===== config.mk =====
export PLATFORM = sky130hd
export DESIGN_NAME = instr_store
export DESIGN_NICKNAME = d
export VERILOG_FILES = /design/src/dsp_types_pkg.sv /design/src/dsp_isa_pkg.sv /design/src/instr_store.sv
export SDC_FILE = /design/constraint.sdc
export NUM_CORES = 1
export LEC_CHECK = 0
export ABC_AREA = 0
export BUFFER_PORTS_ARGS = -buffer_cell sky130_fd_sc_hd__buf_4
export CORE_MARGIN = 3
export CORE_UTILIZATION = 60
export CTS_CLUSTER_DIAMETER = 80
export CTS_CLUSTER_SIZE = 12
export DETAILED_ROUTE_END_ITERATION = 7
export HOLD_SLACK_MARGIN = 0.05
export PLACE_DENSITY_LB_ADDON = 0.15
export SLEW_MARGIN = 10
export SYNTH_ARGS = -nofsm -noshare
export SYNTH_HDL_FRONTEND = slang
export SYNTH_SLANG_ARGS = --single-unit

===== constraint.sdc =====
create_clock -name clk -period 4 [get_ports clk]
set_input_delay 0 -clock clk [delete_from_list [all_inputs] [get_ports clk]]
set_output_delay 0 -clock clk [all_outputs]
set_load 0.01 [all_outputs]

===== src/dsp_types_pkg.sv =====
`default_nettype none

package dsp_types_pkg;

	// width of one audio sample; the types below all derive from it.
	localparam int data_width = 16;

	typedef logic signed [data_width-1:0] sample_t;

	// a full-width product, before the fractional shift.
	typedef logic signed [2*data_width-1:0] product_t;

	typedef logic [3:0] shift_t;

	// register or channel index inside one block.
	typedef logic [3:0] reg_addr_t;

endpackage

`default_nettype wire


===== src/dsp_isa_pkg.sv =====
`default_nettype none

package dsp_isa_pkg;
	import dsp_types_pkg::*;

	typedef enum logic [3:0] {
		NOP  = 4'd0,
		MOV  = 4'd1,
		ABS  = 4'd2,
		ARSH = 4'd3,
		ADD  = 4'd4,
		SUB  = 4'd5,
		MUL  = 4'd6,
		MAD  = 4'd7
	} opcode_e;

	// a 1 in a *_reg bit selects the block registers, a 0 the shared channels.
	typedef struct packed {
		opcode_e   op;
		reg_addr_t src_a;
		reg_addr_t src_b;
		reg_addr_t src_c;
		reg_addr_t dest;
		logic      src_a_reg;
		logic      src_b_reg;
		logic      src_c_reg;
		logic      dest_reg;
		logic      saturate;
		shift_t    shift;
		logic [2:0] spare;
	} instr_t;

	typedef enum logic [3:0] {
		IDLE, INSTR, DECODE, FETCH_ADDR, FETCH_DATA, ISSUE, WAIT_RES, NEXT, FINISH
	} seq_state_e;

endpackage

`default_nettype wire


===== src/instr_store.sv =====
`timescale 1ns/1ns
`default_nettype none

module instr_store
	import dsp_isa_pkg::*;
#(
	parameter int n_blocks = 16
) (
	input logic clk,
	input logic reset,
	input logic write,
	input logic [$clog2(n_blocks)-1:0] write_block,
	input instr_t write_instr,
	input logic [$clog2(n_blocks)-1:0] read_block,
	output instr_t instr,
	output logic [$clog2(n_blocks)-1:0] last_block
);

	instr_t mem [n_blocks];

	always_ff @(posedge clk) begin
		if (write) begin
			mem[write_block] <= write_instr;
		end
		instr <= mem[read_block]; // one cycle read latency.
	end

	// the run length follows the highest block the host has written.
	always_ff @(posedge clk) begin
		if (reset) begin
			last_block <= '0;
		end else if (write && write_block > last_block) begin
			last_block <= write_block;
		end
	end

endmodule

`default_nettype wire


==> impl_results.md <==
- Post-synthesis sequential area ratio: 79.92%
- Via density: 6.288
- Placed Area: 21370 sq um
- Yosys cell types: 24
- Hold path startpoint: read_block[2]
- All-Layer GR Usage: 24.11%
- Crit path max fanout: 4
- Initial DRC Count: 1047
- CP Capture Type: register
- Final Setup Violations: 0
- Synthesis Warnings: 0
- Share of layout cells above drive strength 1: 28.69%
- Mapped Area: 20140 sq um
- Die Height: 189.2 microns
- # DRC: 0
- Routed WL: 41.64 mm
- Place WS: 1.798 ns
- First-pass GRT wire length: 63.18 mm
- Max-Cap Viols: 0
- Post_cts resized: 0
- Worst path required time: 4.51 ns
- Port bufs: 78
- Setup slack after layout: 1.706 ns
- Clock buffer depth: 3
- Cts bufs inserted: 51
- Fmax: 0.4359 GHz
- Drt first pass iters: 5
- Period minus WS final: 2.294 ns
- Clk Latency, worst-skew pair: 0.57 ns
- Row cnt: 66
- Final Skew: 0.01781 ns
- Async set-reset flop share out of synthesis: 0%
- Full die area: ~36000 sq um
- Most used flip-flop cell after synthesis: edfxtp_1
- Synth Instances: 869
- Post-synth EDFFs: ~510
- Hold path depth: 4
- H-tree Lvls: 2
- Dpl cells: ~1400
- Fin crit share: 57.35%
- RSZ-0062 raised after global routing: no
- Mapped Nets: ~920
- Pwr dens: 495.0 nW/um^2
- Reg2reg start: last_block[1]$_SDFFE_PP0P_
- Routed Antenna Nets: 0
- Slew headroom: 10.48%
- Clock root cell: clkbuf_16
- Outcome: completed
- Slew at the pin closest to its max-slew limit: 1.340 ns
- Initial antenna violation count: 1
- Synth area leader: edfxtp_1
- Core footprint: approximately 33000 sq um
- CTS sink count: 548
- Post-Layout Cell Count: 1505
- Hold Vio Cnt, Final: 0
- Final Hold Slack: 0.1210 ns
- Area delta synth->final: 15.50%
- Reg-to-reg slack, setup: between 1.5 and 2 ns
- Setup bufs post-CTS: 0
- Worst r2r path cells: 7
- Sum of negative setup slack: 0 ns
- Chip width: 189.2 microns
- Commonest cells in the netlist: edfxtp_1, mux4_2, a22oi_1, dfxtp_1, nand2_1
- Fill count: approximately 1900
- Worst Hold End: instr[28]$_DFF_P_
- Dpl hpwl: 21.93 mm
- Flops & latches, synth: around 550
- Peak VDD IR: 0.3706 mV
- Antenna fix cells: 0
- Vias: roughly 9500
- Design area: 23260 sq um
- Most common cell in the netlist: edfxtp_1
- CTS tree: built
- Capture point of the worst reg-to-reg path: last_block[0]$_SDFFE_PP0P_
- Worst Hold Class: in2reg
- Pin count of the biggest net entering global routing: just under 60
- Final layout net count: 1068
- Synth top area cells: edfxtp_1, mux4_2, dfxtp_1, a22oi_1, nand2_1
- Static Leak: roughly 7.5 nW
- Top cell type's share of synthesized area: 76.34%
- Num ports: 79
- RePlAce Congestion: 0.7491
- Clock Pin Slew Worst Setup and Hold Paths: 0.06 ns
- Post-Syn Area per Cell: 23.18 sq um
- Wire per inst: 27.66 microns
- Setup Crit Path Kind: reg2reg
- CP arrival: between 2 and 3 ns
- Initial Util: 61.43%
- GRT overflow: 0
- Max Transition Viols Final: 0
- Vias in the first global route: 9964
- CP startpoint kind: register
## sequential cells by signal, summed over array words and instances, names as in the netlist
name and flops:
mem 512, last_block 4, instr 32
## worst max-delay path: stages, from the launching register on
cell and delay, ns:
dfxtp_1 0.36, inv_1 0.06, ha_1 0.30, nor2b_1 0.15
o211ai_1 0.09, a21oi_1 0.46, mux2i_1 0.26, dlygate4sd3_1 0.56
## power by group
part           total (W)  switching [W]  internal, W
Sequential       0.00646      0.0000426      0.00642
Clock            0.00440        0.00193      0.00247
Combinational   0.000659       0.000359     0.000300
Total             0.0115        0.00233      0.00918
## worst max path at each step
stage / from / end / slack [ns]
floorplan: write_block[1] / mem[0][0]$_DFFE_PP_ / 0.82
global placement: write_block[1] / mem[1][30]$_DFFE_PP_ / 1.88
detailed placement: write_block[1] / mem[1][6]$_DFFE_PP_ / 1.80
CTS: last_block[1]$_SDFFE_PP0P_ / last_block[1]$_SDFFE_PP0P_ / 1.75
global route: last_block[1]$_SDFFE_PP0P_ / last_block[1]$_SDFFE_PP0P_ / 1.61
finish: last_block[1]$_SDFFE_PP0P_ / last_block[0]$_SDFFE_PP0P_ / 1.71
## per-layer routing
metal / GRT usage (%) / wire (microns)
met1: 36.04 / 17370
met2: 38.33 / 20370
met3: 4.407 / 3142
met4: 5.687 / 734
met5: 0 / 13
## area by class of cell
cell class	count	area, sq um	area share [%]
inverter	4	15.01	0.06455
timing repair buffer	143	1195	5.137
clock buffer	91	1426	6.132
clock inverter	4	56.30	0.2421
multi-input combinational	273	3920	16.85
sequential	548	16100	69.19
tap	442	553.0	2.377
## stage by stage
step           total power, W  util (%)
4_1_cts               0.01159     70.95
3_5_place_dp         0.007206     65.18
5_1_grt               0.01186     70.95
2_1_floorplan        0.006915         -
3_3_place_gp         0.007181     65.18
6_report              0.01151     70.95
## cell families (layout without fill, tap and decap cells)
| group | Yosys count | count (layout) | share of synthesized area (%) |
|---|---|---|---|
| AO/OA/AOI/OAI | 67 | 67 | 2.473 |
| adder cells (fa/ha/maj) | 4 | 4 | 0.2485 |
| buffers and inverters | 48 | 242 | 1.274 |
| flip-flops | 548 | 548 | 79.92 |
| multiplexers | 132 | 132 | 14.51 |
| AND/OR/NAND/NOR | 70 | 70 | 1.572 |
## cells in the final DEF, fill, tap and decap left out
master and n:
o211ai_1 1, nand2b_1 9, buf_4 100, dfxtp_1 36, a22oi_1 64, and2_1 1, clkbuf_8 1, or3b_2 1
ha_1 4, edfxtp_1 512, nor2b_4 2, nand2_1 35, nand3_1 1, clkbuf_1 40, nor2b_1 1, mux2i_1 4
inv_6 3, buf_12 1, nand4_1 1, mux4_2 128, clkbuf_16 51, nor3_2 4, bufinv_16 1, a21oi_1 2
nor2_4 13, dlygate4sd3_1 41, inv_1 4, nand3b_1 2
## timing repair
item,4_1_cts,5_1_grt
endpoints found under the setup margin,0,0
hold buffers,41,0
endpoints found under the hold margin,527,0
Power figures use the tool's default switching activity.
