===== src/dsp_types_pkg.sv =====
`default_nettype none

package dsp_types_pkg;

	// width of one audio sample; the types below all derive from it.
	localparam int data_width = 16;

	typedef logic signed [data_width-1:0] sample_t;

	// a full-width product, before the fractional shift.
	typedef logic signed [2*data_width-1:0] product_t;

	typedef logic [3:0] shift_t;

	// register or channel index inside one block.
	typedef logic [3:0] reg_addr_t;

endpackage

`default_nettype wire


===== src/dsp_isa_pkg.sv =====
`default_nettype none

package dsp_isa_pkg;
	import dsp_types_pkg::*;

	typedef enum logic [3:0] {
		NOP  = 4'd0,
		MOV  = 4'd1,
		ABS  = 4'd2,
		ARSH = 4'd3,
		ADD  = 4'd4,
		SUB  = 4'd5,
		MUL  = 4'd6,
		MAD  = 4'd7
	} opcode_e;

	// a 1 in a *_reg bit selects the block registers, a 0 the shared channels.
	typedef struct packed {
		opcode_e   op;
		reg_addr_t src_a;
		reg_addr_t src_b;
		reg_addr_t src_c;
		reg_addr_t dest;
		logic      src_a_reg;
		logic      src_b_reg;
		logic      src_c_reg;
		logic      dest_reg;
		logic      saturate;
		shift_t    shift;
		logic [2:0] spare;
	} instr_t;

	typedef enum logic [3:0] {
		IDLE, INSTR, DECODE, FETCH_ADDR, FETCH_DATA, ISSUE, WAIT_RES, NEXT, FINISH
	} seq_state_e;

endpackage

`default_nettype wire


===== src/alu_if.sv =====
`timescale 1ns/1ns
`default_nettype none

interface alu_if
	import dsp_types_pkg::*;
	import dsp_isa_pkg::*;
();
	logic req_valid;
	logic req_ready;
	opcode_e op;
	sample_t a;
	sample_t b;
	sample_t c;
	shift_t shift;
	logic saturate;

	// single-cycle pulse, always taken by the sequencer.
	logic res_valid;
	sample_t res;

	modport seq (output req_valid, op, a, b, c, shift, saturate, input req_ready, res_valid, res);
	modport alu (input req_valid, op, a, b, c, shift, saturate, output req_ready, res_valid, res);
endinterface

`default_nettype wire


===== src/block_alu.sv =====
`timescale 1ns/1ns
`default_nettype none

module block_alu
	import dsp_types_pkg::*;
	import dsp_isa_pkg::*;
(
	input logic clk,
	input logic reset,
	alu_if.alu alu
);

	localparam sample_t sample_max = {1'b0, {(data_width-1){1'b1}}};
	localparam sample_t sample_min = {1'b1, {(data_width-1){1'b0}}};

	logic accept;
	logic is_mul_op;
	logic [2:0] stage_v; // product, shift and narrow stages; bit 2 is the MAD add.
	logic mad_q;
	logic sat_q;
	shift_t shift_q;
	sample_t c_q;
	product_t prod_q;
	product_t shifted_q;
	sample_t mul_q;

	// both operands are widened by one bit so the sum cannot overflow.
	function automatic sample_t add_path(sample_t x, sample_t y, logic sub, logic sat);
		logic signed [data_width:0] xw;
		logic signed [data_width:0] yw;
		logic signed [data_width:0] sum;
		xw = x;
		yw = y;
		sum = sub ? xw - yw : xw + yw;
		if (sat && sum > sample_max) return sample_max;
		if (sat && sum < sample_min) return sample_min;
		return sum[data_width-1:0];
	endfunction

	function automatic sample_t narrow(product_t v, logic sat);
		if (sat && v > sample_max) return sample_max;
		if (sat && v < sample_min) return sample_min;
		return v[data_width-1:0];
	endfunction

	assign accept = alu.req_valid && alu.req_ready;
	assign is_mul_op = (alu.op == MUL) || (alu.op == MAD);
	assign alu.req_ready = !(|stage_v);

	always_ff @(posedge clk) begin
		if (reset) begin
			stage_v <= '0;
			alu.res_valid <= 1'b0;
		end else begin
			stage_v[0] <= accept && is_mul_op;
			stage_v[1] <= stage_v[0];
			stage_v[2] <= stage_v[1] && mad_q;
			alu.res_valid <= (accept && !is_mul_op) || (stage_v[1] && !mad_q) || stage_v[2];
		end
	end

	always_ff @(posedge clk) begin
		if (accept) begin
			mad_q <= (alu.op == MAD);
			sat_q <= alu.saturate;
			shift_q <= alu.shift;
			c_q <= alu.c;
			case (alu.op)
				MOV: alu.res <= alu.a;
				ABS: alu.res <= alu.a[data_width-1] ? -alu.a : alu.a; // the most negative value wraps.
				ARSH: alu.res <= alu.a >>> 1;
				ADD: alu.res <= add_path(alu.a, alu.b, 1'b0, alu.saturate);
				SUB: alu.res <= add_path(alu.a, alu.b, 1'b1, alu.saturate);
				MUL, MAD: prod_q <= alu.a * alu.b;
				default: alu.res <= alu.a;
			endcase
		end
		if (stage_v[0]) begin
			// a shift of 0 keeps the Q1.15 scaling of the product.
			shifted_q <= prod_q >>> (data_width - 1 - int'(shift_q));
		end
		if (stage_v[1]) begin
			if (mad_q) begin
				mul_q <= narrow(shifted_q, sat_q);
			end else begin
				alu.res <= narrow(shifted_q, sat_q);
			end
		end
		if (stage_v[2]) begin
			alu.res <= add_path(mul_q, c_q, 1'b0, sat_q);
		end
	end

endmodule

`default_nettype wire


===== src/flat_wrapper.sv =====
// flat-port wrapper written by rule: the top's interface ports become plain ports
module block_alu_flat import dsp_types_pkg::*; import dsp_isa_pkg::*;
  (clk, reset, alu_req_valid, alu_op, alu_a, alu_b, alu_c, alu_shift, alu_saturate, alu_req_ready, alu_res_valid, alu_res);
  alu_if alu_i ();
  input logic clk;
  input logic reset;
  input wire logic [$bits(alu_i.req_valid)-1:0] alu_req_valid;
  input wire logic [$bits(alu_i.op)-1:0] alu_op;
  input wire logic [$bits(alu_i.a)-1:0] alu_a;
  input wire logic [$bits(alu_i.b)-1:0] alu_b;
  input wire logic [$bits(alu_i.c)-1:0] alu_c;
  input wire logic [$bits(alu_i.shift)-1:0] alu_shift;
  input wire logic [$bits(alu_i.saturate)-1:0] alu_saturate;
  output wire logic [$bits(alu_i.req_ready)-1:0] alu_req_ready;
  output wire logic [$bits(alu_i.res_valid)-1:0] alu_res_valid;
  output wire logic [$bits(alu_i.res)-1:0] alu_res;
  assign alu_i.req_valid = alu_req_valid;
  assign alu_i.op = alu_op;
  assign alu_i.a = alu_a;
  assign alu_i.b = alu_b;
  assign alu_i.c = alu_c;
  assign alu_i.shift = alu_shift;
  assign alu_i.saturate = alu_saturate;
  assign alu_req_ready = alu_i.req_ready;
  assign alu_res_valid = alu_i.res_valid;
  assign alu_res = alu_i.res;
  block_alu u_core (.clk(clk), .reset(reset), .alu(alu_i));
endmodule

===== config.mk =====
export PLATFORM = sky130hd
export DESIGN_NAME = block_alu_flat
export DESIGN_NICKNAME = d
export VERILOG_FILES = /design/src/dsp_types_pkg.sv /design/src/dsp_isa_pkg.sv /design/src/alu_if.sv /design/src/block_alu.sv /design/src/flat_wrapper.sv
export SDC_FILE = /design/constraint.sdc
export NUM_CORES = 1
export LEC_CHECK = 0
export BUFFER_PORTS_ARGS = -buffer_cell sky130_fd_sc_hd__clkbuf_2
export CAP_MARGIN = 20
export CORE_MARGIN = 3
export CORE_UTILIZATION = 65
export DETAILED_ROUTE_END_ITERATION = 6
export PLACE_DENSITY = 0.83
export REMOVE_ABC_BUFFERS = 1
export SYNTH_ARGS = -nofsm -noshare
export SYNTH_HDL_FRONTEND = slang
export SYNTH_SLANG_ARGS = --single-unit

===== constraint.sdc =====
create_clock -name clk -period 9.6 [get_ports clk]
set_input_delay 1.44 -clock clk [delete_from_list [all_inputs] [get_ports clk]]
set_output_delay 1.44 -clock clk [all_outputs]
set_load 0.01 [all_outputs]

==> results list, run 1 <==
* Final Hold Slack: 0.5848 ns
- The H-tree generated during clock tree synthesis spans 4 levels.
- Category of the worst setup path capture point: flop
* # IOs: 78
- inv_1 is the most common cell in the netlist.
* Max-slew headroom at the worst pin: about 36%
* Drt total wl: 50.46 mm
- In this run the worst setup path terminates at u_core.prod_q[29]$_DFFE_PP_.
- Asr flop ratio synth: 0%
- First drt pass iteration count: 7
* Leakage power: 0.009278 µW
* Worst Tran Pin Value: roughly 0.95 ns
- In the synthesized netlist, the cells that appear most often are inv_1, fa_1, nand2_1, ha_1, nor2_1.
- Nets: roughly 2500
* Hold-fix buffer count after cts: 0
* Slowest cell delay on critical path: 0.54 ns
- Buffers added to address setup during post-CTS repair amount to 0.
- Cells with a size suffix above 1 make up 8.227% of the layout.
- In this run the number of cells on the critical path is 25.
- Total number of vias: 15250
* Required time of the critical path: about 9.8 ns
- The clock net in this run drives a total of 122 sinks.
- Across the run, the number of max-cap violations was 0.
- Switching share of power: 49.04%
- Core outline area: 28240 µm²
- IR analysis of the VDD net gives a maximum drop of about 0.75 mV.
- Global-route wire length before repair: just over 80 mm
- Setup total negative slack on the finished layout was measured at 0 ns.
* Ratio of total power to cell area: a little over 400 nW/µm²
- Post-route fraction of the period consumed by the critical path: between 70% and 80%
* Initial detailed-routing violation count: between 1500 and 2000
* Detailed-route DRC error count: 0
- Total power after layout: between 8000 and 9000 µW
- The share of total power dissipated in the clock network is ~7.4%.
- Each instance of the synthesized netlist takes up on average 9.345 µm².
- Number of cells on the worst reg-to-reg path: 12
- Launch point of the worst path: alu_a[7]
- The top cell type by area accounts for 28.09% of the synthesized area.
- Clock tree synthesis selected as its root buffer the cell clkbuf_16.
- Total die area: between 30000 and 40000 µm²
* Clock-pin slew of the registers on the worst-case setup and hold paths: 0.06 ns
* Run status: finished, final reports clean
- The slowest stage of the critical path belongs to the cell fa_1.
- Initial Utilization: between 60% and 70%
- Via count of the first global-routing pass: about 15000
- Synthesis inferred 122 register bits.
* Crit Reg-Reg Startpoint: u_core.c_q[0]$_DFFE_PP_
- From synthesis to final layout, the design area changed by 5.956%.
- Remaining antenna violation count: 0
- At the end of routability-driven placement, the weighted congestion stood at between 0.9 and 1.
- Cell type with the highest aggregate area in the netlist: fa_1
- Broken down by cell family, the worst path's largest delay share belongs to adder cells.
- Entering global routing, the biggest net connects 42 pins.
* Antenna cell count: 0
- Sequential cell area fraction in the yosys report: roughly 18%
- TritonCTS built the clock tree.
* Number of failing hold endpoints at the final stage: 0
* Crit path arrival time: between 7 and 8 ns
- Core Util, Final: between 70% and 80%
* Terminus of the critical flop-to-flop path: u_core.alu.res[2]$_DFF_P_
- Combinational power share: between 70 and 80%
- Final Instance Area: between 20000 and 25000 µm²
- RSZ-0062 raised after global routing: no
- The number of antenna violations at the first check in global routing was 0.
- Of all nets on the critical path, the largest fanout is 22.
- Die width: 176.5 µm
- Derived from the worst setup path, the maximum achievable clock frequency is 0.1325 GHz.
- Net switching power figure: about 4000 µW
- Synthesis produced a netlist whose cell count is 2021.
- Together, buffers and inverters on the worst path number 7.
- For the finished layout, the period the worst path requires is 7.547 ns.
- Standard-cell row count: 61
* Worst Clk Skew: 0.01088 ns
* Worst hold-check path type: flop to flop
* GRT Resource Usage Total: 33.14%
* Placed wire-length estimate: 39.82 mm
- Average wire length per cell after detail routing: ~21 µm
- Post-synthesis instance area: about 19000 µm²
* EDFF count, synth: 102
- For this run, the number of Yosys warnings is 0.
* Fin. max-slew vios: 0
- Worst R2R Setup Slack: 5.83 ns
- TritonCTS created 17 clock buffers.
- After global routing the overflow that remains totals 0.
- In the synthesized netlist the dominant register cell turns out to be edfxtp_1.
- Summing all placed instances gives a cell area of slightly below 20000 µm².
* Critical Setup Path Class: primary input to flop
- Clock insertion delay at the later pin of the skew report: between 0.4 and 0.5 ns
- During placement, the flow inserted port buffers numbering 77.
- Die Ht: approximately 180 µm
- Vias per std cell: 6.300
- Category of the worst setup path launch point: primary input
- Setup violations remaining at the end of the flow were counted as 0.
- Count of different cell masters after synthesis: 83
* Sequential fraction of design power: 13.2%
* Resize count post-CTS: 0
* Cell-internal power: 4159 µW
- Maximum root-to-sink buffer count: 2
- Cell types occupying the most area after synthesis: fa_1, edfxtp_1, ha_1
## stage by stage
stage / setup slack (ns) / std cells
2_1_floorplan: 2.617 / 1920
3_3_place_gp: 1.729 / 2388
3_5_place_dp: 1.682 / 2388
4_1_cts: 2.115 / 2420
5_1_grt: 1.729 / 2420
6_report: 2.053 / 2420
## layout by cell type, fill, tap and decap left out, types with 8 or more instances in the layout
master,netlist,layout
mux2i_1,57,57
a21oi_1,97,97
nor3_1,17,17
o21a_1,21,21
xor2_1,18,18
ha_1,132,132
and2_1,100,100
fa_1,265,265
o211ai_1,14,14
nor2b_1,19,19
a21o_1,33,33
mux4_2,13,13
clkbuf_2,1,77
nand4_1,9,9
dfxtp_1,20,20
a211o_1,8,8
o31ai_1,14,14
nor4_1,14,14
nand2_1,177,177
a31oi_1,9,9
nand2b_1,18,18
edfxtp_1,102,102
inv_1,333,333
o21bai_1,12,12
o21ai_0,74,74
or3_1,10,10
buf_4,0,13
nor2_1,116,115
xnor2_1,59,59
clkbuf_16,0,17
a211oi_1,15,15
mux2_2,10,10
a221oi_1,10,10
nand3_1,20,20
## power by group through the flow
| stage | Sequential (µW) | Combinational [µW] | Clock, µW |
|---|---|---|---|
| finish | 1070 | 6480 | 603 |
| global route | 1080 | 7330 | 626 |
| CTS | 1070 | 6480 | 604 |
| detailed placement | 1080 | 6430 | 0 |
| global placement | 1070 | 6200 | 0 |
| floorplan | 1060 | 4920 | 0 |
## routing by layer
metal	wire length, µm	global-route usage [%]
met1	19230	42.90
met2	23890	53.95
met3	4189	5.290
met4	3147	17.74
met5	0	0
## how the worst min path moves through the flow
stage,start,end,slack (ns),cells past startpoint
2_1_floorplan,u_core.shifted_q[14]$_DFFE_PP_,u_core.mul_q[14]$_DFFE_PP_,0.51,1
3_3_place_gp,u_core.shifted_q[2]$_DFFE_PP_,u_core.mul_q[2]$_DFFE_PP_,0.57,1
3_5_place_dp,u_core.shifted_q[2]$_DFFE_PP_,u_core.mul_q[2]$_DFFE_PP_,0.58,1
4_1_cts,u_core.shifted_q[2]$_DFFE_PP_,u_core.mul_q[2]$_DFFE_PP_,0.59,1
5_1_grt,u_core.shifted_q[2]$_DFFE_PP_,u_core.mul_q[2]$_DFFE_PP_,0.61,1
6_report,u_core.shifted_q[2]$_DFFE_PP_,u_core.mul_q[2]$_DFFE_PP_,0.58,1
## final cells by class
cell class,instances,area (µm²)
multi-input cells,1460,13770
fillers,2144,8228
repair buffers,90,483.0
clock buffers,18,429.2
inverters,338,1269
well taps,378,473.0
clock inverters,14,125.1
flip-flops and latches,122,3463
## kinds of logic (layout without fill, tap and decap cells)
family | Yosys count | count (layout) | share of synthesized area (%)
and+or+nand+nor | 532 | 532 | 13.78
DFF | 122 | 122 | 18.34
xor gates and xnor gates | 77 | 77 | 3.571
buffers and inverters | 439 | 460 | 8.804
adders and majority gates | 397 | 397 | 36.83
muxes | 80 | 80 | 5.167
AOI/OAI and AO/OA | 374 | 374 | 13.51
## state kept, by name, indices dropped and copies added, names as in the netlist
register,cells
u_core.alu.res_valid,1
u_core.stage_v,3
u_core.shift_q,4
u_core.mul_q,16
u_core.prod_q,32
u_core.shifted_q,32
u_core.sat_q,1
u_core.c_q,16
u_core.alu.res,16
u_core.mad_q,1
Note: power is estimated with default switching activity, not from simulation.
==> inputs of run 2 (changes only) <==
- CORE_UTILIZATION: 65 -> 59
- PLACE_DENSITY: 0.83 -> 0.8
- clock period: 9.6 -> 6.75 ns (I/O delays scaled with it)
==> results list, run 2 (synthesis gave the netlist of run 1 again) <==
* Hold wc startpoint: u_core.shifted_q[3]$_DFFE_PP_
* Crit path setup slack, layout: around 0.27 ns
- The congestion estimate from routability-driven global placement came to just over 1.
* Max-slew headroom at the worst pin: between 30% and 40%
- Number of failing hold endpoints at the final stage: 0
- The run finished with clean final reports.
- The wire-length estimate of the detail-placed layout is about 44 mm.
- The first TritonRoute pass finished after 6 iterations.
- The filler cells instantiated in the layout total 2386.
- Crit path arrival time: 6.62 ns
- Met2 usage in global routing: 52.48%
* Worst hold-check path type: flop to flop
- Vias per std cell: about 6.1
- Nets: about 2600
* Initial detailed-routing violation count: 1324
- The H-tree was split into 4 levels.
- The first global-routing pass estimated about 84 mm of wire.
- From bottom edge to top edge, the die measures roughly 180 µm.
* PortBufs: a little under 80
* Total die area: around 34000 µm²
- # Max-Cap Violations: 0
- Number of endpoints failing setup at the final stage: 0
- Initial Utilization: 60.79%
- The routed design has ~52 mm of wire.
- For flop-to-flop paths, the worst setup slack is around 2.9 ns.
- Clock insertion delay at the later pin of the skew report: around 0.43 ns
- The initialized floorplan defines 64 standard-cell rows.
- Root buffer cell: clkbuf_16
- RSZ-0062 raised after global routing: no
* Clock Sink Count: about 120
- Clock-pin slew of the registers on the worst-case setup and hold paths: approximately 0.05 ns
- The via count of the first global-routing pass is between 15000 and 20000.
- Category of the worst setup path launch point: primary input
- The floorplan step defined a core boundary enclosing 31070 µm².
- Category of the worst setup path capture point: flop
* TritonCTS Buffers: 17
- TritonCTS built the clock tree.
- Worst Tran Pin Value: ~0.90 ns
* Sink of the worst hold path: u_core.mul_q[3]$_DFFE_PP_
- Post-place setup slack: -0.2266 ns
- In this run the most used layer during global routing was met2.
- Number of cells traversed by the worst hold path: 1
* Crit Reg-Reg Startpoint: u_core.c_q[0]$_DFFE_PP_
- Number of cells on the worst reg-to-reg path: 12
* Fin. max-slew vios: 0
- Along the worst path, the maximum fanout reaches 10.
- Average wire length per cell after detail routing: a little over 20 µm
- Proportion of layout cells with a drive suffix above 1: 14.38%
- Terminus of the critical flop-to-flop path: u_core.alu.res[2]$_DFF_P_
- For this design the top-level I/O count stands at 78.
- Commonest cells after routing, fill and taps aside: inv_1, fa_1, nand2_1, buf_4, ha_1
- Die width: approximately 180 µm
* Worst Clk Skew: approximately 0.013 ns
- Remaining antenna violation count: 0
* Growth of design area from synthesis to finish: 12.50%
* Number of antenna violations at the first check in global routing: 0
- The most critical setup path has its startpoint at alu_a[14].
* Largest registers: u_core.prod_q x32, u_core.shifted_q x32
- Detailed-route DRC error count: 0
- Total number of vias: 15640
* GRT Resource Usage Total: approximately a third
* Required time of the critical path: approximately 6.9 ns
* Post-route fraction of the period consumed by the critical path: 95.98%
- For this run, global-route usage on met1 was measured as approximately 40%.
- GR Util met3: under 10%
* Setup TNS: 0 ns
- Maximum root-to-sink buffer count: 2
- The number of setup buffers added after CTS is 0.
- The worst setup path is of the primary input to flop kind.
- Post-layout min period: 6.479 ns
* Most common cell after layout, fill and taps aside: inv_1
- 0 antenna diodes ended up in the layout.
- Remaining global-route overflow: 0
- Entering global routing, the biggest net connects 42 pins.
- Based on the critical path, the design can be clocked at up to between 0.15 and 0.2 GHz.
## run 2: critical path: stages
cell and delay [ns]:
clkbuf_2 0.19, buf_4 0.24, ha_1 0.19, inv_1 0.05, fa_1 0.47, inv_1 0.07
fa_1 0.53, fa_1 0.57, inv_1 0.09, fa_1 0.55, inv_1 0.06, fa_1 0.52
inv_1 0.06, fa_1 0.53, inv_1 0.04, ha_1 0.31, inv_1 0.06, buf_4 0.15
and3_1 0.16, a2111oi_0 0.57, o211ai_1 0.18
## run 2: layout make-up
class,count,area (µm²),share of cell area [%]
Inverter,338,1269,5.971
Timing Repair Buffer,232,1599,7.526
Sequential cell,122,3463,16.30
Multi-Input combinational cell,1460,13800,64.94
Tap cell,396,495.5,2.332
Clock inverter,2,13.76,0.06477
Clock buffer,30,609.3,2.868
## run 2: per-layer routing
metal,routed length [µm],vias to the layer above
li1,-,7011
met1,20270,7695
met2,25310,748
met3,3408,183
met4,3463,0
met5,0,-
## run 2: stage by stage
step	hold slack, ns	util, %	cells	area, µm²
2_1_floorplan	0.5084	-	1920	18490
3_5_place_dp	0.5490	66.29	2548	20600
3_3_place_gp	0.5500	66.29	2548	20600
6_report	0.5644	68.39	2580	21250
5_1_grt	0.5883	68.39	2580	21250
4_1_cts	0.5609	68.29	2580	21220
## run 2: timing repair
action | 4_1_cts | 5_1_grt
hold buffers | 0 | 0
setup endpoints to repair | 0 | 6
gates resized for setup | 0 | 7
## run 2: worst max-delay path by stage
stage	slack, ns	cells after the start	endpoint
floorplan	0.19	24	u_core.prod_q[29]$_DFFE_PP_
global placement	-0.08	25	u_core.prod_q[29]$_DFFE_PP_
detailed placement	-0.23	23	u_core.prod_q[29]$_DFFE_PP_
CTS	0.13	23	u_core.prod_q[29]$_DFFE_PP_
global route	0.003	27	u_core.prod_q[28]$_DFFE_PP_
finish	0.27	21	u_core.prod_q[28]$_DFFE_PP_
Power of run 2 is left out: the tool's default activity adds up to more than one toggle a clock period on the data nets, which glitch-free logic cannot reach.
