### src/dsp_types_pkg.sv
`default_nettype none

package dsp_types_pkg;

	// width of one audio sample; the types below all derive from it.
	localparam int data_width = 16;

	typedef logic signed [data_width-1:0] sample_t;

	// a full-width product, before the fractional shift.
	typedef logic signed [2*data_width-1:0] product_t;

	typedef logic [3:0] shift_t;

	// register or channel index inside one block.
	typedef logic [3:0] reg_addr_t;

endpackage

`default_nettype wire

### src/dsp_isa_pkg.sv
`default_nettype none

package dsp_isa_pkg;
	import dsp_types_pkg::*;

	typedef enum logic [3:0] {
		NOP  = 4'd0,
		MOV  = 4'd1,
		ABS  = 4'd2,
		ARSH = 4'd3,
		ADD  = 4'd4,
		SUB  = 4'd5,
		MUL  = 4'd6,
		MAD  = 4'd7
	} opcode_e;

	// a 1 in a *_reg bit selects the block registers, a 0 the shared channels.
	typedef struct packed {
		opcode_e   op;
		reg_addr_t src_a;
		reg_addr_t src_b;
		reg_addr_t src_c;
		reg_addr_t dest;
		logic      src_a_reg;
		logic      src_b_reg;
		logic      src_c_reg;
		logic      dest_reg;
		logic      saturate;
		shift_t    shift;
		logic [2:0] spare;
	} instr_t;

	typedef enum logic [3:0] {
		IDLE, INSTR, DECODE, FETCH_ADDR, FETCH_DATA, ISSUE, WAIT_RES, NEXT, FINISH
	} seq_state_e;

endpackage

`default_nettype wire

### src/alu_if.sv
`timescale 1ns/1ns
`default_nettype none

interface alu_if
	import dsp_types_pkg::*;
	import dsp_isa_pkg::*;
();
	logic req_valid;
	logic req_ready;
	opcode_e op;
	sample_t a;
	sample_t b;
	sample_t c;
	shift_t shift;
	logic saturate;

	// single-cycle pulse, always taken by the sequencer.
	logic res_valid;
	sample_t res;

	modport seq (output req_valid, op, a, b, c, shift, saturate, input req_ready, res_valid, res);
	modport alu (input req_valid, op, a, b, c, shift, saturate, output req_ready, res_valid, res);
endinterface

`default_nettype wire

### src/operand_if.sv
`timescale 1ns/1ns
`default_nettype none

interface operand_if
	import dsp_types_pkg::*;
#(
	parameter int n_blocks = 16
) ();
	logic [$clog2(n_blocks)-1:0] rd_block;
	logic rd_is_reg;
	reg_addr_t rd_addr;
	sample_t rd_data; // valid one cycle after the address.
	logic wr_en;
	logic [$clog2(n_blocks)-1:0] wr_block;
	logic wr_is_reg;
	reg_addr_t wr_addr;
	sample_t wr_data;

	modport seq (output rd_block, rd_is_reg, rd_addr, wr_en, wr_block, wr_is_reg, wr_addr,
		wr_data, input rd_data);
	modport store (input rd_block, rd_is_reg, rd_addr, wr_en, wr_block, wr_is_reg, wr_addr,
		wr_data, output rd_data);
endinterface

`default_nettype wire

### src/block_sequencer.sv
`timescale 1ns/1ns
`default_nettype none

module block_sequencer
	import dsp_types_pkg::*;
	import dsp_isa_pkg::*;
#(
	parameter int n_blocks = 16
) (
	input logic clk,
	input logic reset,
	input logic tick,
	input instr_t instr,
	input logic [$clog2(n_blocks)-1:0] last_block,
	output logic [$clog2(n_blocks)-1:0] read_block,
	output logic ready,
	operand_if.seq ops,
	alu_if.seq alu
);

	localparam int block_w = $clog2(n_blocks);

	seq_state_e state;
	logic [block_w-1:0] current_block;
	logic [1:0] operand_idx;
	logic [1:0] operand_cnt;
	instr_t instr_q;
	sample_t a;
	sample_t b;
	sample_t c;

	always_comb begin
		case (instr_q.op)
			ADD, SUB, MUL: operand_cnt = 2'd2;
			MAD: operand_cnt = 2'd3;
			default: operand_cnt = 2'd1;
		endcase
	end

	assign read_block = current_block;

	always_comb begin
		ops.rd_block = current_block;
		case (operand_idx)
			2'd0: begin
				ops.rd_is_reg = instr_q.src_a_reg;
				ops.rd_addr = instr_q.src_a;
			end
			2'd1: begin
				ops.rd_is_reg = instr_q.src_b_reg;
				ops.rd_addr = instr_q.src_b;
			end
			default: begin
				ops.rd_is_reg = instr_q.src_c_reg;
				ops.rd_addr = instr_q.src_c;
			end
		endcase
		if (state == FINISH) begin
			ops.rd_is_reg = 1'b0; // channel 0 carries the output sample.
			ops.rd_addr = '0;
		end
	end

	// the result is written back in the cycle it arrives.
	assign ops.wr_en = (state == WAIT_RES) && alu.res_valid;
	assign ops.wr_block = current_block;
	assign ops.wr_is_reg = instr_q.dest_reg;
	assign ops.wr_addr = instr_q.dest;
	assign ops.wr_data = alu.res;

	assign alu.req_valid = (state == ISSUE);
	assign alu.op = instr_q.op;
	assign alu.a = a;
	assign alu.b = b;
	assign alu.c = c;
	assign alu.shift = instr_q.shift;
	assign alu.saturate = instr_q.saturate;

	always_ff @(posedge clk) begin
		if (reset) begin
			state <= IDLE;
			ready <= 1'b1;
			current_block <= '0;
			operand_idx <= '0;
		end else begin
			case (state)
				IDLE: if (tick) begin
					current_block <= '0;
					ready <= 1'b0;
					state <= INSTR;
				end
				INSTR: state <= DECODE; // instruction read is in flight.
				DECODE: begin
					operand_idx <= '0;
					state <= (instr.op == NOP) ? NEXT : FETCH_ADDR;
				end
				FETCH_ADDR: state <= FETCH_DATA;
				FETCH_DATA: begin
					if (operand_idx == operand_cnt - 2'd1) begin
						state <= ISSUE;
					end else begin
						operand_idx <= operand_idx + 2'd1;
						state <= FETCH_ADDR;
					end
				end
				ISSUE: if (alu.req_ready) state <= WAIT_RES;
				WAIT_RES: if (alu.res_valid) state <= NEXT;
				NEXT: begin
					if (current_block == last_block || current_block == block_w'(n_blocks - 1)) begin
						state <= FINISH;
					end else begin
						current_block <= current_block + 1'b1;
						state <= INSTR;
					end
				end
				FINISH: begin
					ready <= 1'b1;
					state <= IDLE;
				end
				default: state <= IDLE;
			endcase
		end
	end

	always_ff @(posedge clk) begin
		if (state == DECODE) begin
			instr_q <= instr;
		end
		if (state == FETCH_DATA) begin
			case (operand_idx)
				2'd0: a <= ops.rd_data;
				2'd1: b <= ops.rd_data;
				default: c <= ops.rd_data;
			endcase
		end
	end

endmodule

`default_nettype wire

### src/flat_wrapper.sv
// flat-port wrapper written by rule: the top's interface ports become plain ports
module block_sequencer_flat import dsp_types_pkg::*; import dsp_isa_pkg::*;
#(
	parameter int n_blocks = 16
)
  (clk, reset, tick, instr, last_block, read_block, ready, ops_rd_block, ops_rd_is_reg, ops_rd_addr, ops_wr_en, ops_wr_block, ops_wr_is_reg, ops_wr_addr, ops_wr_data, ops_rd_data, alu_req_valid, alu_op, alu_a, alu_b, alu_c, alu_shift, alu_saturate, alu_req_ready, alu_res_valid, alu_res);
  operand_if #(.n_blocks(n_blocks)) ops_i ();
  alu_if alu_i ();
  input logic clk;
  input logic reset;
  input logic tick;
  input instr_t instr;
  input logic [$clog2(n_blocks)-1:0] last_block;
  output logic [$clog2(n_blocks)-1:0] read_block;
  output logic ready;
  output wire logic [$bits(ops_i.rd_block)-1:0] ops_rd_block;
  output wire logic [$bits(ops_i.rd_is_reg)-1:0] ops_rd_is_reg;
  output wire logic [$bits(ops_i.rd_addr)-1:0] ops_rd_addr;
  output wire logic [$bits(ops_i.wr_en)-1:0] ops_wr_en;
  output wire logic [$bits(ops_i.wr_block)-1:0] ops_wr_block;
  output wire logic [$bits(ops_i.wr_is_reg)-1:0] ops_wr_is_reg;
  output wire logic [$bits(ops_i.wr_addr)-1:0] ops_wr_addr;
  output wire logic [$bits(ops_i.wr_data)-1:0] ops_wr_data;
  input wire logic [$bits(ops_i.rd_data)-1:0] ops_rd_data;
  output wire logic [$bits(alu_i.req_valid)-1:0] alu_req_valid;
  output wire logic [$bits(alu_i.op)-1:0] alu_op;
  output wire logic [$bits(alu_i.a)-1:0] alu_a;
  output wire logic [$bits(alu_i.b)-1:0] alu_b;
  output wire logic [$bits(alu_i.c)-1:0] alu_c;
  output wire logic [$bits(alu_i.shift)-1:0] alu_shift;
  output wire logic [$bits(alu_i.saturate)-1:0] alu_saturate;
  input wire logic [$bits(alu_i.req_ready)-1:0] alu_req_ready;
  input wire logic [$bits(alu_i.res_valid)-1:0] alu_res_valid;
  input wire logic [$bits(alu_i.res)-1:0] alu_res;
  assign ops_rd_block = ops_i.rd_block;
  assign ops_rd_is_reg = ops_i.rd_is_reg;
  assign ops_rd_addr = ops_i.rd_addr;
  assign ops_wr_en = ops_i.wr_en;
  assign ops_wr_block = ops_i.wr_block;
  assign ops_wr_is_reg = ops_i.wr_is_reg;
  assign ops_wr_addr = ops_i.wr_addr;
  assign ops_wr_data = ops_i.wr_data;
  assign ops_i.rd_data = ops_rd_data;
  assign alu_req_valid = alu_i.req_valid;
  assign alu_op = alu_i.op;
  assign alu_a = alu_i.a;
  assign alu_b = alu_i.b;
  assign alu_c = alu_i.c;
  assign alu_shift = alu_i.shift;
  assign alu_saturate = alu_i.saturate;
  assign alu_i.req_ready = alu_req_ready;
  assign alu_i.res_valid = alu_res_valid;
  assign alu_i.res = alu_res;
  block_sequencer #(.n_blocks(n_blocks)) u_core (.clk(clk), .reset(reset), .tick(tick), .instr(instr), .last_block(last_block), .read_block(read_block), .ready(ready), .ops(ops_i), .alu(alu_i));
endmodule
### config.mk
export PLATFORM = sky130hd
export DESIGN_NAME = block_sequencer_flat
export DESIGN_NICKNAME = d
export VERILOG_FILES = /design/src/dsp_types_pkg.sv /design/src/dsp_isa_pkg.sv /design/src/alu_if.sv /design/src/operand_if.sv /design/src/block_sequencer.sv /design/src/flat_wrapper.sv
export SDC_FILE = /design/constraint.sdc
export NUM_CORES = 1
export LEC_CHECK = 0
export BUFFER_PORTS_ARGS = -buffer_cell sky130_fd_sc_hd__buf_2
export CAP_MARGIN = 5
export CORE_AREA = 2 2 87 123
export DETAILED_ROUTE_END_ITERATION = 10
export DIE_AREA = 0 0 89 125
export PLACE_DENSITY = 0.59
export SYNTH_ARGS = -nofsm -noshare
export SYNTH_HDL_FRONTEND = slang
export SYNTH_SLANG_ARGS = --single-unit
### constraint.sdc
create_clock -name clk -period 5.3 [get_ports clk]
set_clock_uncertainty 0.05 [all_clocks]
set_input_delay 0.265 -clock clk [delete_from_list [all_inputs] [get_ports clk]]
set_output_delay 0.265 -clock clk [all_outputs]
set_load 0.02 [all_outputs]
==> results_dict.tcl, run 1 <==
set metrics [dict create \
    drtIter0Drc 69 \
    cts_setup_buffers 0 \
    initial_core_util_pct 34.12 \
    routed_via_count 2150 \
    clock_tree.root_cell "clkbuf_16" \
    wirelength_mm 6.223 \
    outcome "complete, no violations" \
    worstSkewPairLatency_ps 340 \
    slew_viol_final 0 \
    cts_clk_pin_slew_worst_paths_ps 70 \
    synth.avg_cell_area_um2 15.03 \
    worst_setup_path_end_kind "output pin" \
    clock_sinks 88 \
    dp_hpwl_mm 4.685 \
    max_freq_mhz 427.3 \
    rows 44 \
    primary_flip_flop_cell_chosen_by_synthesis_mapping "edfxtp_1" \
    synth.top_cells.by_area "edfxtp_1 67%, buf_4 7.8%, dfxtp_1 6.4%" \
    min_delay_worst_endpoint "u_core.ops.wr_addr[1]" \
    final_layout_size_suffix_gt1_share_pct 46.33 \
    critical_path.n_buffers_inverters 2 \
    design.die.area_um2 11130 \
    synth.largest_area_cell "edfxtp_1" \
    postSynth.asyncResetShare_pct 0 \
    cts_tree "yes" \
    setup_repair_after_global_routing_missed_its_margin "no" \
    globalRoute.totalOverflow 0 \
    yosysTopAreaCellShare_pct 66.91 \
    r2r-end "u_core.alu.b[5]" \
    worst_path_largest_cell_delay_ps 410 \
    post-route-util_pct 42.80 \
    die_x_um 89 \
    die_h_um 125 \
    synth_nets 306 \
    max-cap-violations 0 \
    synth-warning-count 0 \
    detailedRoute.firstPassIterationCount 4 \
    ys_seq_elements 88 \
    power.density_nw_per_um2 335.0 \
    r2r_cells 3 \
    cp_data_arrival_time_ps 2030 \
    cts.repair.resized 0 \
    antenna_found_initial 0 \
    peakVddDrop_v 0.0001483 \
    number_of_buffers_added_by_the_clock_tree_synthesis_step 9 \
    worstSetupStartpointType "register" \
    hold_viol_final 0 \
    path_class "reg2out" \
    cp_max_fo 8 \
    routed_wire_length_per_instance_um 12.99 \
    synthToLayoutAreaGrowth_pct 25.45 \
    rr_startpoint "u_core.state[2]" \
    r2r_setup_slack_ps 3060 \
    io_pins 171 \
    crit_family "simple AND/OR/NAND/NOR gates" \
    detail_route.vias_per_cell 4.489 \
    min_delay_path_depth 1 \
    p_leak_nw 1.724 \
    hold_path.class "in2reg" \
    critical_path_top_delay_cell "dfxtp_1" \
    critical_path_required_ps 4990 \
    finalNetCount 412 \
    synth_most_common_cell "edfxtp_1" \
    synth_cell_type_count 38 \
    antenna_left 0 \
    grt_use_total_pct 11.46 \
    gp_routability_congestion 0.7407 \
    synth_edf_count 77 \
    layout_top_registers "u_core.alu.a (16), u_core.alu.b (16), u_core.alu.c (16)" \
    first_global_vias 2136 \
    mappedNetlistArea_um2 3456 \
    hp-start "instr[13]" \
    synthTopCellsByCount "77 x edfxtp_1, 36 x buf_4, 11 x a21oi_1, 11 x dfxtp_1, 10 x nor2_1" \
    htree_num_levels 3 \
    portBuffers 135 \
    worst_margin_pin_slew_ps 793.5 \
    period_share_pct 44.16 \
    max-slew-margin-rel_pct 47.10 \
    post_synth_inst_count 230 \
    setup-tns-final_ps 0 \
    cts_hold_buf 0 \
    final_period_minus_worst_setup_slack_ps 2340 \
    dpl-instance-area_um2 4040 \
    p_total_mw 1.452 \
    layout.cell_area.non_filler_um2 4335 \
    synth_sequential_area_ratio_pct 73.28 \
    clk_path_buf_depth 2 \
    grt_start_max_net_pins 28 \
    cells_traversed_along_the_worst_timing_path "inv_1, ha_1, nor2_1, nand2_1, a21oi_1, buf_2" \
    first_pass_grt_wire_length_mm 9.673 \
    diodes 0 \
    detail_route.drc_violations 0 \
    core_area_um2 10130 \
    setup_viol 0 \
]
metrics by stage:
step                      hold WS, ps  instances  setup WS [ps]
after floorplan                 313.9        230           1131
after global placement          391.3        463           3086
after detailed placement        393.1        463           3034
after CTS                       33.23        479           2929
after global routing            32.79        479           2817
final                           50.36        479           2960
power breakdown:
group	switching [mW]	internal [mW]
logic	0.0419	0.0298
clock network	0.270	0.333
registers	0.00845	0.770
total	0.320	1.13
routing by layer:
metal  share of wire (%)  vias up  GRT usage (%)  wire length, um
met5                   0        -              0                0
met4                 1.8        0          5.619              114
met3                  10       11          4.158              623
met2                  51      119          19.49             3165
met1                  37      985          12.26             2320
li1                    -     1035              -                -
worst max path at each step:
stage                                from               end  slack (ps)  cells past startpoint
floorplan                 u_core.state[1]  u_core.alu.op[0]        1130                      3
global placement          u_core.state[2]   u_core.alu.a[3]        3090                      3
detailed placement        u_core.state[2]   u_core.alu.b[3]        3030                      3
CTS                 u_core.operand_idx[0]    ops_rd_addr[3]        2930                      6
global route        u_core.operand_idx[0]    ops_rd_addr[3]        2820                      6
finish              u_core.operand_idx[0]    ops_rd_addr[3]        2960                      6
kinds of logic (layout without fill, tap and decap cells):
group                    after synthesis  after routing  synth area share [%]
AO/OA/AOI/OAI                         35             35                 7.024
XOR/XNOR                               4              4                 1.014
adder cells (fa/ha/maj)                3              3                 1.086
buffers and inverters                 48            159                 9.160
flip-flops                            88             88                 73.28
multiplexers                           2              2                0.5793
AND/OR/NAND/NOR                       50             50                 7.857
final cells by class:
cell class                 count  area [um^2]
multi-input combinational     94        618.1
timing repair buffer         138        698.2
tap                          138        172.7
inverter                       5        18.77
clock inverter                 7        70.07
clock buffer                   9        225.2
sequential                    88         2532
fill                         979         5794
placed cells by master (no fill, tap or decap), types with 5 or more instances in the layout:
cell type  count
a22oi_1        5
buf_2        135
nand3_1        8
nor2_1        10
clkbuf_16      9
edfxtp_1      77
nand2_1        9
nand2b_1       5
a21oi_1       11
dfxtp_1       11
inv_1          5
Note: power is estimated with default switching activity, not from simulation.
==> run 2: changes to the inputs <==
--- a/config.mk
+++ b/config.mk
@@ -10,7 +10,7 @@
 export CORE_AREA = 2 2 87 123
 export DETAILED_ROUTE_END_ITERATION = 10
 export DIE_AREA = 0 0 89 125
-export PLACE_DENSITY = 0.59
+export PLACE_DENSITY = 0.61
 export SYNTH_ARGS = -nofsm -noshare
 export SYNTH_HDL_FRONTEND = slang
 export SYNTH_SLANG_ARGS = --single-unit
==> constraint.sdc (replaced) <==
create_clock -name clk -period 2.1 [get_ports clk]
set_clock_uncertainty 0.05 [all_clocks]
set_input_delay 0.105 -clock clk [delete_from_list [all_inputs] [get_ports clk]]
set_output_delay 0.105 -clock clk [all_outputs]
set_load 0.02 [all_outputs]
==> results_dict.tcl, run 2 (same netlist as run 1, synthesis figures left out) <==
set metrics [dict create \
    htree_num_levels 3 \
    detail_route.drc_violations 0 \
    setup_repair_after_global_routing_missed_its_margin "no" \
    hold_viol_final 0 \
    power.switching_fraction_pct 19.28 \
    p_leak_nw 1.951 \
    finalNetCount 462 \
    max-cap-violations 0 \
    routed_wire_length_per_instance_um 13.85 \
    final_period_minus_worst_setup_slack_ps 1880 \
    drtIter0Drc 56 \
    worst_margin_pin_slew_ps 525.1 \
    hold_path.class "in2reg" \
    rows 44 \
    wirelength_mm 7.329 \
    clock_power_share_pct 42.4 \
    synthToLayoutAreaGrowth_pct 41.85 \
    layout_top_registers "u_core.alu.a (16), u_core.alu.b (16), u_core.alu.c (16)" \
    worstSkewPairLatency_ps 330 \
    first_global_vias 2306 \
    power.density_nw_per_um2 789.5 \
    detail_route.vias_per_cell 4.499 \
    antenna_found_initial 0 \
    clock_tree.root_cell "clkbuf_16" \
    hp-start "reset" \
    worst_setup_path_end_kind "register" \
    rr_startpoint "u_core.state[2]" \
    clk_path_buf_depth 2 \
    design.die.area_um2 11130 \
    io_pins 171 \
    core_area_um2 10130 \
    max_freq_mhz 532.0 \
    setup-tns-final_ps 0 \
    critical_path_required_ps 2080 \
    die_h_um 125 \
    seq_power_share_pct 50.7 \
    max-slew-margin-rel_pct 64.61 \
    mostFrequentLayoutCells "135 x buf_2, 77 x edfxtp_1, 46 x dlygate4sd3_1" \
    peakVddDrop_v 0.0003236 \
    cts_clk_pin_slew_worst_paths_ps 60 \
    path_class "reg2reg" \
    p_total_mw 3.870 \
    post-route-util_pct 48.39 \
    layout.cells.most_common "buf_2" \
    first_pass_grt_wire_length_mm 11.07 \
    clock_sinks 88 \
    initial_core_util_pct 34.12 \
    worstSetupStartpointType "register" \
    finalNonFillerCells 529 \
    detailedRoute.firstPassIterationCount 4 \
    cts_tree "yes" \
    die_x_um 89 \
    dp_hpwl_mm 4.995 \
    number_of_buffers_added_by_the_clock_tree_synthesis_step 9 \
    n_fill_cell 933 \
    globalRoute.totalOverflow 0 \
    setup_viol 0 \
    place.detailed.instances 467 \
    antenna_left 0 \
    comb_power_share_pct 6.9 \
    period_share_pct 89.51 \
    final_layout_size_suffix_gt1_share_pct 41.94 \
    slew_viol_final 0 \
    gp_routability_congestion 0.7528 \
    cellInternalPower_mw 3.124 \
    worst_slack_ps 220.3 \
    grt_start_max_net_pins 17 \
    portBuffers 135 \
    pre_cts_slack_ps 241.2 \
    cp_max_fo 16 \
    power.net_switching_mw 0.7462 \
    outcome "complete, no violations" \
    cp_data_arrival_time_ps 1860 \
    diodes 0 \
    critPathLaunch "u_core.state[2]" \
    routed_via_count 2380 \
    grt_use_total_pct 13.10 \
]
[run 2: cell types whose count changed in the layout (fill, tap and decap cells not counted), sizes merged]
cell / delta
buf: +4
bufinv: +2
clkbuf: +2
clkinv: +1
dlygate4sd3: +46
inv: -5
[run 2: repair_timing]
item | 4_1_cts | 5_1_grt
hold endpoints to repair | 78 | 0
hold buffers | 46 | 0
endpoints found under the setup margin | 5 | 5
gates resized for setup | 1 | 2
buffers inserted | 0 | 0
[run 2: area by class of cell]
type,count,area [um^2],share of cell area [%]
Clock inverter,5,81.33,1.659
Tap cell,138,172.7,3.522
Sequential cell,88,2534,51.68
Timing Repair Buffer,188,1226,25.01
Multi-Input combinational cell,94,636.9,12.99
Inverter,5,18.77,0.3828
Clock buffer,11,232.7,4.747
[run 2: critical path, cell delays in order (launching register included)]
cell	delay [ps]
dfxtp_1	590
nand2b_1	150
nor3_1	390
and2_1	240
buf_12	170
[run 2: path summary, 6_finish.rpt]
kind	to	slack [ps]	cells after the start
max reg2reg	u_core.alu.a[4]	220	4
max	u_core.alu.a[4]	220	4
min reg2reg	u_core.ready	430	1
min	u_core.operand_idx[0]	10	2
[run 2: layer usage]
layer,vias up,part of all wire (%),GRT usage [%]
li1,1133,-,-
met1,1098,37,14.11
met2,132,52,22.52
met3,17,8.8,4.620
met4,0,2.4,5.882
met5,-,0,0
[run 2: power groups by stage]
stage,registers (mW),logic [mW],clock network [mW]
finish,1.96,0.268,1.64
global route,1.97,0.294,1.75
CTS,1.96,0.268,1.69
detailed placement,2.00,0.200,0
global placement,2.00,0.196,0
floorplan,2.00,0.153,0
[run 2: stage by stage]
step / hold slack [ps] / cell area (um^2)
6_report: 14.32 / 4902
3_5_place_dp: 160.1 / 4118
4_1_cts: 0.1683 / 4895
2_1_floorplan: 153.9 / 3488
5_1_grt: 8.862 / 4902
3_3_place_gp: 160.1 / 4118
